===== config.mk =====
export PLATFORM = sky130hd
export DESIGN_NAME = sram2axi4_lite
export DESIGN_NICKNAME = d
export VERILOG_FILES = /design/src/common/bridge_pkg.sv /design/src/sram2axi/sram2axi4_lite.sv
export VERILOG_INCLUDE_DIRS = /design/src /design/src/common
export SDC_FILE = /design/constraint.sdc
export NUM_CORES = 1
export LEC_CHECK = 0
export BUFFER_PORTS_ARGS = -buffer_cell sky130_fd_sc_hd__buf_2
export CAP_MARGIN = 10
export CELL_PAD_IN_SITES_DETAIL_PLACEMENT = 1
export CELL_PAD_IN_SITES_GLOBAL_PLACEMENT = 1
export CORE_MARGIN = 8
export CORE_UTILIZATION = 36
export DETAILED_ROUTE_END_ITERATION = 8
export GPL_TIMING_DRIVEN = 0
export PLACE_DENSITY = 0.84
export SLEW_MARGIN = 20
export SYNTH_ARGS = -nofsm -noshare
export SYNTH_HDL_FRONTEND = slang
export SYNTH_SLANG_ARGS = --single-unit

===== constraint.sdc =====
create_clock -name aclk -period 4.86 [get_ports aclk]
set_clock_uncertainty 0.2 [all_clocks]
set_input_delay 0.486 -clock aclk [delete_from_list [all_inputs] [get_ports aclk]]
set_output_delay 0.486 -clock aclk [all_outputs]
set_load 0.02 [all_outputs]

===== src/common/bridge_macros.svh =====
`ifndef BRIDGE_MACROS_SVH
`define BRIDGE_MACROS_SVH

// byte address width on the cpu side and on the axi bus
`define BUS_ADDR_WIDTH 32

// data word width
`define BUS_DATA_WIDTH 32

// one strobe bit per data byte
`define BUS_STRB_WIDTH (`BUS_DATA_WIDTH / 8)

// memory depth in words, 1 KiB in total
`define MEM_WORDS 256

// axi write and read response codes
`define RESP_OKAY   2'b00
`define RESP_SLVERR 2'b10

`endif


===== src/common/bridge_pkg.sv =====
`include "bridge_macros.svh"

package bridge_pkg;

    // byte address on both sides of the bridge
    typedef logic [`BUS_ADDR_WIDTH-1:0] addr_t;

    // one data word
    typedef logic [`BUS_DATA_WIDTH-1:0] data_t;

    // byte enables of a word
    typedef logic [`BUS_STRB_WIDTH-1:0] strb_t;

    // axi bresp / rresp
    typedef logic [1:0] resp_t;

    // bridge read channel
    typedef enum logic {
        rd_idle,
        rd_busy
    } rd_state_e;

    // bridge write channel
    // busy covers the aw/w phase and the wait for b
    typedef enum logic {
        wr_idle,
        wr_busy
    } wr_state_e;

endpackage


===== src/sram2axi/sram2axi4_lite.sv =====
`timescale 1ns/100ps

`include "bridge_macros.svh"

module sram2axi4_lite (
    input  logic               aclk,
    input  logic               reset,

    // instruction port
    input  logic               inst_ce,
    input  logic               inst_we,
    input  bridge_pkg::addr_t  inst_addr,
    input  bridge_pkg::data_t  inst_wdata,
    input  bridge_pkg::strb_t  inst_wmask,
    output bridge_pkg::data_t  inst_rdata,
    output logic               inst_rdata_valid,
    output logic               inst_write_finish,
    output logic               inst_err,

    // data port
    input  logic               data_ce,
    input  logic               data_we,
    input  bridge_pkg::addr_t  data_addr,
    input  bridge_pkg::data_t  data_wdata,
    input  bridge_pkg::strb_t  data_wmask,
    output bridge_pkg::data_t  data_rdata,
    output logic               data_rdata_valid,
    output logic               data_write_finish,
    output logic               data_err,

    // axi4-lite master
    output logic               aw_valid,
    input  logic               aw_ready,
    output bridge_pkg::addr_t  aw_addr,
    output logic               w_valid,
    input  logic               w_ready,
    output bridge_pkg::data_t  w_data,
    output bridge_pkg::strb_t  w_strb,
    input  logic               b_valid,
    output logic               b_ready,
    input  bridge_pkg::resp_t  b_resp,
    output logic               ar_valid,
    input  logic               ar_ready,
    output bridge_pkg::addr_t  ar_addr,
    input  logic               r_valid,
    output logic               r_ready,
    input  bridge_pkg::data_t  r_data,
    input  bridge_pkg::resp_t  r_resp
);

    bridge_pkg::rd_state_e rd_state;
    bridge_pkg::wr_state_e wr_state;

    // owner of the outstanding transaction, 0 data port, 1 inst port
    logic rd_owner;
    logic wr_owner;

    logic rsp_ready;

    logic rd_sel_data;
    logic rd_sel_inst;
    logic wr_sel_data;
    logic wr_sel_inst;
    logic wr_start;
    logic rd_block;
    logic rd_start;
    logic rd_take;
    logic wr_take;

    // requests seen by each channel, ce only counts in idle states
    assign rd_sel_data = data_ce & ~data_we;
    assign rd_sel_inst = inst_ce & ~inst_we;
    assign wr_sel_data = data_ce & data_we;
    assign wr_sel_inst = inst_ce & inst_we;

    assign wr_start = (wr_state == bridge_pkg::wr_idle) & (wr_sel_data | wr_sel_inst);

    // no read while a write is accepted or in flight
    // keeps every read behind all earlier writes
    assign rd_block = (wr_state == bridge_pkg::wr_busy) | wr_start;
    assign rd_start = (rd_state == bridge_pkg::rd_idle) & ~rd_block
                    & (rd_sel_data | rd_sel_inst);

    assign rd_take = (rd_state == bridge_pkg::rd_busy) & r_valid & r_ready;
    assign wr_take = (wr_state == bridge_pkg::wr_busy) & b_valid & b_ready;

    // response channels always open once out of reset
    always_ff @(posedge aclk) begin
        if (!reset) begin
            rsp_ready <= 1'b0;
        end else begin
            rsp_ready <= 1'b1;
        end
    end

    assign r_ready = rsp_ready;
    assign b_ready = rsp_ready;

    // write FSM, data port first
    always_ff @(posedge aclk) begin
        if (!reset) begin
            wr_state <= bridge_pkg::wr_idle;
            aw_valid <= 1'b0;
            w_valid  <= 1'b0;
            wr_owner <= 1'b0;
        end else begin
            case (wr_state)
                bridge_pkg::wr_idle: begin
                    if (wr_start) begin
                        wr_state <= bridge_pkg::wr_busy;
                        aw_valid <= 1'b1;
                        w_valid  <= 1'b1;
                        wr_owner <= ~wr_sel_data;
                    end
                end
                bridge_pkg::wr_busy: begin
                    // drop each valid on its own handshake
                    if (aw_valid && aw_ready) begin
                        aw_valid <= 1'b0;
                    end
                    if (w_valid && w_ready) begin
                        w_valid <= 1'b0;
                    end
                    if (wr_take) begin
                        wr_state <= bridge_pkg::wr_idle;
                    end
                end
            endcase
        end
    end

    // read FSM, data port first
    always_ff @(posedge aclk) begin
        if (!reset) begin
            rd_state <= bridge_pkg::rd_idle;
            ar_valid <= 1'b0;
            rd_owner <= 1'b0;
        end else begin
            case (rd_state)
                bridge_pkg::rd_idle: begin
                    if (rd_start) begin
                        rd_state <= bridge_pkg::rd_busy;
                        ar_valid <= 1'b1;
                        rd_owner <= ~rd_sel_data;
                    end
                end
                bridge_pkg::rd_busy: begin
                    if (ar_valid && ar_ready) begin
                        ar_valid <= 1'b0;
                    end
                    if (rd_take) begin
                        rd_state <= bridge_pkg::rd_idle;
                    end
                end
            endcase
        end
    end

    // request payload, latched on accept and held until the handshake
    always_ff @(posedge aclk) begin
        if (wr_start) begin
            if (wr_sel_data) begin
                aw_addr <= data_addr;
                w_data  <= data_wdata;
                w_strb  <= data_wmask;
            end else begin
                aw_addr <= inst_addr;
                w_data  <= inst_wdata;
                w_strb  <= inst_wmask;
            end
        end
        if (rd_start) begin
            ar_addr <= rd_sel_data ? data_addr : inst_addr;
        end
    end

    // completion pulses back to the owning port
    always_ff @(posedge aclk) begin
        if (!reset) begin
            data_rdata_valid  <= 1'b0;
            inst_rdata_valid  <= 1'b0;
            data_write_finish <= 1'b0;
            inst_write_finish <= 1'b0;
            data_err          <= 1'b0;
            inst_err          <= 1'b0;
        end else begin
            data_rdata_valid  <= rd_take & ~rd_owner;
            inst_rdata_valid  <= rd_take & rd_owner;
            data_write_finish <= wr_take & ~wr_owner;
            inst_write_finish <= wr_take & wr_owner;
            // a port has one request in flight, so at most one term is set
            data_err <= (rd_take & ~rd_owner & (r_resp == `RESP_SLVERR))
                      | (wr_take & ~wr_owner & (b_resp == `RESP_SLVERR));
            inst_err <= (rd_take & rd_owner & (r_resp == `RESP_SLVERR))
                      | (wr_take & wr_owner & (b_resp == `RESP_SLVERR));
        end
    end

    // read data per port, valid with the pulse
    always_ff @(posedge aclk) begin
        if (rd_take && !rd_owner) begin
            data_rdata <= r_data;
        end
        if (rd_take && rd_owner) begin
            inst_rdata <= r_data;
        end
    end

endmodule


==> flow_summary.json <==
{
  "run_status": "finished, final reports clean",
  "synthCells": 326,
  "numCtsBuffers": 17,
  "netlist_area_mm2": 0.00670,
  "post-place-ws_ns": 2.59,
  "die_h_um": 152,
  "yosys.area_share.simple_pct": 1.38,
  "tightest_slew_ns": 0.779,
  "core-area_mm2": 0.0185,
  "routed_wirelength_mm": 21.9,
  "holdBufCountCts": 1,
  "start_util_pct": 36.3,
  "seq_power_share_pct": 50.4,
  "p_sw_mw": 0.937,
  "rsz0062_at_grt": "false",
  "slew_violations": 0,
  "cp-start-kind": "input pin",
  "routed_via_density": 4.67,
  "ff2ff_path_depth": 2,
  "drc_errors": 0,
  "fin_nets": 890,
  "cts_tree": "done",
  "power_density_mw_per_mm2": 380,
  "cts_root_buffer": "clkbuf_16",
  "grt_max_degree": 33,
  "areaGrowthSynthToFinish_pct": 41.2,
  "swShare_pct": 26.1,
  "synthAdderAreaFrac_pct": 0,
  "ys_ff_latch": 178,
  "synth.top_cell.area_share_pct": 73.6,
  "ys_warn_count": 0,
  "fin_crit_ns": 2.12,
  "first_global_vias": 5221,
  "ir_worst_vdd_mv": 0.221,
  "die_area_mm2": 0.0232,
  "nFillCells": 1864,
  "drv_cap": 0,
  "drive_above_1_share_pct": 67.5,
  "yosys.area.top_type": "edfxtp_1",
  "post-route-period-util_pct": 43.5,
  "crit_arrival_ns": 2.28,
  "met3_length_mm": 1.83,
  "routed.top_layer": "met4",
  "worstSkewPairLatency_ns": 0.42,
  "antenna_found_initial": 1,
  "post_cts_resized": 0,
  "pin_count": 358,
  "die_w_um": 152,
  "setup.worst_path.class": "in2reg",
  "vias": 4463,
  "p_leak_nw": 3.98,
  "hold_path_depth": 1,
  "crit_required_ns": 5.02,
  "gp_congestion": 0.783,
  "clkSinkCount": 178,
  "synth.distinct_cells": 25,
  "ant_nets": 0,
  "fin_ws_ns": 2.74,
  "final_cells": 955,
  "clockBufferDepth": 2,
  "p_int_mw": 2.65,
  "m1WireLength_mm": 8.10,
  "total_power_mw": 3.59,
  "ys_top_cells_by_area": "edfxtp_1 74%, mux2_2 11%, mux2_1 4.2%",
  "routed-wl-met2_mm": 11.4,
  "cts_max_level": 4,
  "multi_input_comb_area_mm2": 0.00140,
  "grt_pass1_wl_mm": 32.4,
  "p_clk_share_pct": 37.0,
  "syn_nets": 509,
  "muxShareOfSynthArea_pct": 17.3,
  "overflow": 0,
  "dp.cells": 921,
  "synth-seq-area-share_pct": 77.7,
  "hold_class": "in2reg",
  "avgSynthCellArea_um2": 20.5,
  "drtPass1Iterations": 4,
  "synth-compound-area-share_pct": 1.98,
  "cp_max_fo": 10,
  "fmax_ghz": 0.473,
  "wire_per_inst_um": 23.0,
  "endpoint_kind": "flop",
  "hold_violations": 0,
  "maxSlewHeadroom_pct": 48.1,
  "setup_viol": 0,
  "synth_top_family_by_area": "multiplexers",
  "portBuffers": 357,
  "cts_setup_buffers": 0,
  "track_usage_pct": 18.6,
  "pwr-share-comb_pct": 12.6,
  "first_iter_violations": 157,
  "clk_pin_slew_ns": 0.07,
  "row_count": 50,
  "synthXorXnorAreaFrac_pct": 0,
  "seq_area_mm2": 0.00520,
  "post-dp-hpwl_mm": 17.7
}
-- worst max-delay path, cell delays in order --
cell and delay (ns):
dlygate4sd3_1 0.54, buf_2 0.12, clkbuf_1 0.51, nand4b_1 0.17
nor2_1 0.25, a22o_1 0.19
-- routing by layer --
layer	vias to the layer above	GRT usage (%)
li1	2047	-
met3	39	7.01
met5	-	0
met4	0	7.14
met1	2139	19.5
met2	238	33.2
-- cell usage in the layout (no fill, tap or decap), types with 3 or more instances in the layout --
master       n
o21a_1       5
clkbuf_16   17
clkinv_4     6
edfxtp_1   164
a21boi_0     5
dfxtp_1     14
mux2_4       9
buf_6        5
buf_2      363
nor2_1       4
mux2_1      25
and3_1       3
mux2_2      66
inv_8        4
-- cells in the mapped netlist --
master / number
edfxtp_1: 164
mux2_2: 66
mux2_1: 25
dfxtp_1: 14
mux2_4: 9
buf_2: 6
a21boi_0: 5
buf_6: 5
nor2_1: 5
o21a_1: 5
and3_1: 3
a22o_1: 2
and2_1: 2
inv_1: 2
nand2_1: 2
o221a_2: 2
a22oi_1: 1
buf_4: 1
clkbuf_1: 1
nand2_2: 1
nand2b_1: 1
nand4_1: 1
nand4b_1: 1
nor3b_1: 1
o211a_1: 1
-- path summary, 6_finish.rpt --
path	from	to	slack (ns)
setup reg to reg	b_ready$_DFF_P_	data_rdata[12]$_DFFE_PP_	2.83
setup / recovery	reset	data_err$_SDFF_PN0_	2.74
hold / removal	r_data[31]	inst_rdata[31]$_DFFE_PP_	0.05
hold reg to reg	wr_owner$_SDFFE_PN0P_	data_write_finish$_SDFF_PN0_	0.31
-- kinds of logic after synthesis --
| family | count (synthesis) |
|---|---|
| buffers and inverters | 15 |
| flip-flops | 178 |
| multiplexers | 100 |
| AND/OR/NAND/NOR | 17 |
| AO/OA/AOI/OAI | 16 |
-- stage by stage --
stage / utilization (%) / setup TNS, ns / hold slack [ns] / area, um2
finish: 51.2 / 0 / 0.0531 / 9460
CTS: 51.2 / 0 / 0.0318 / 9450
global placement: 47.5 / -78.05 / 0.292 / 8770
global route: 51.2 / 0 / 0.0332 / 9460
floorplan: - / 0 / 0.226 / 6700
detailed placement: 48.0 / 0 / 0.301 / 8870
-- power groups by stage --
stage,logic (mW),clock network [mW],registers (mW)
2_1_floorplan,0.128,0,1.95
3_3_place_gp,0.425,0,1.85
3_5_place_dp,0.461,0,1.84
4_1_cts,0.463,1.36,1.81
5_1_grt,0.483,1.41,1.82
6_report,0.453,1.33,1.81
-- state kept, by name (all words and copies together) (netlist names), 4 cells and up --
name / count
w_data: 32
ar_addr: 32
aw_addr: 32
inst_rdata: 32
w_strb: 4
data_rdata: 32
-- layout make-up --
type,instances,area share [%]
Sequential cell,178,55.0
Inverter,2,0.0794
Buffer,13,1.03
Timing Repair Buffer,362,19.9
Multi-Input combinational cell,133,14.8
Antenna cell,1,0.0265
Clock inverter,14,1.55
Clock buffer,18,4.54
Tap cell,234,3.10
Power figures use the tool's default switching activity.
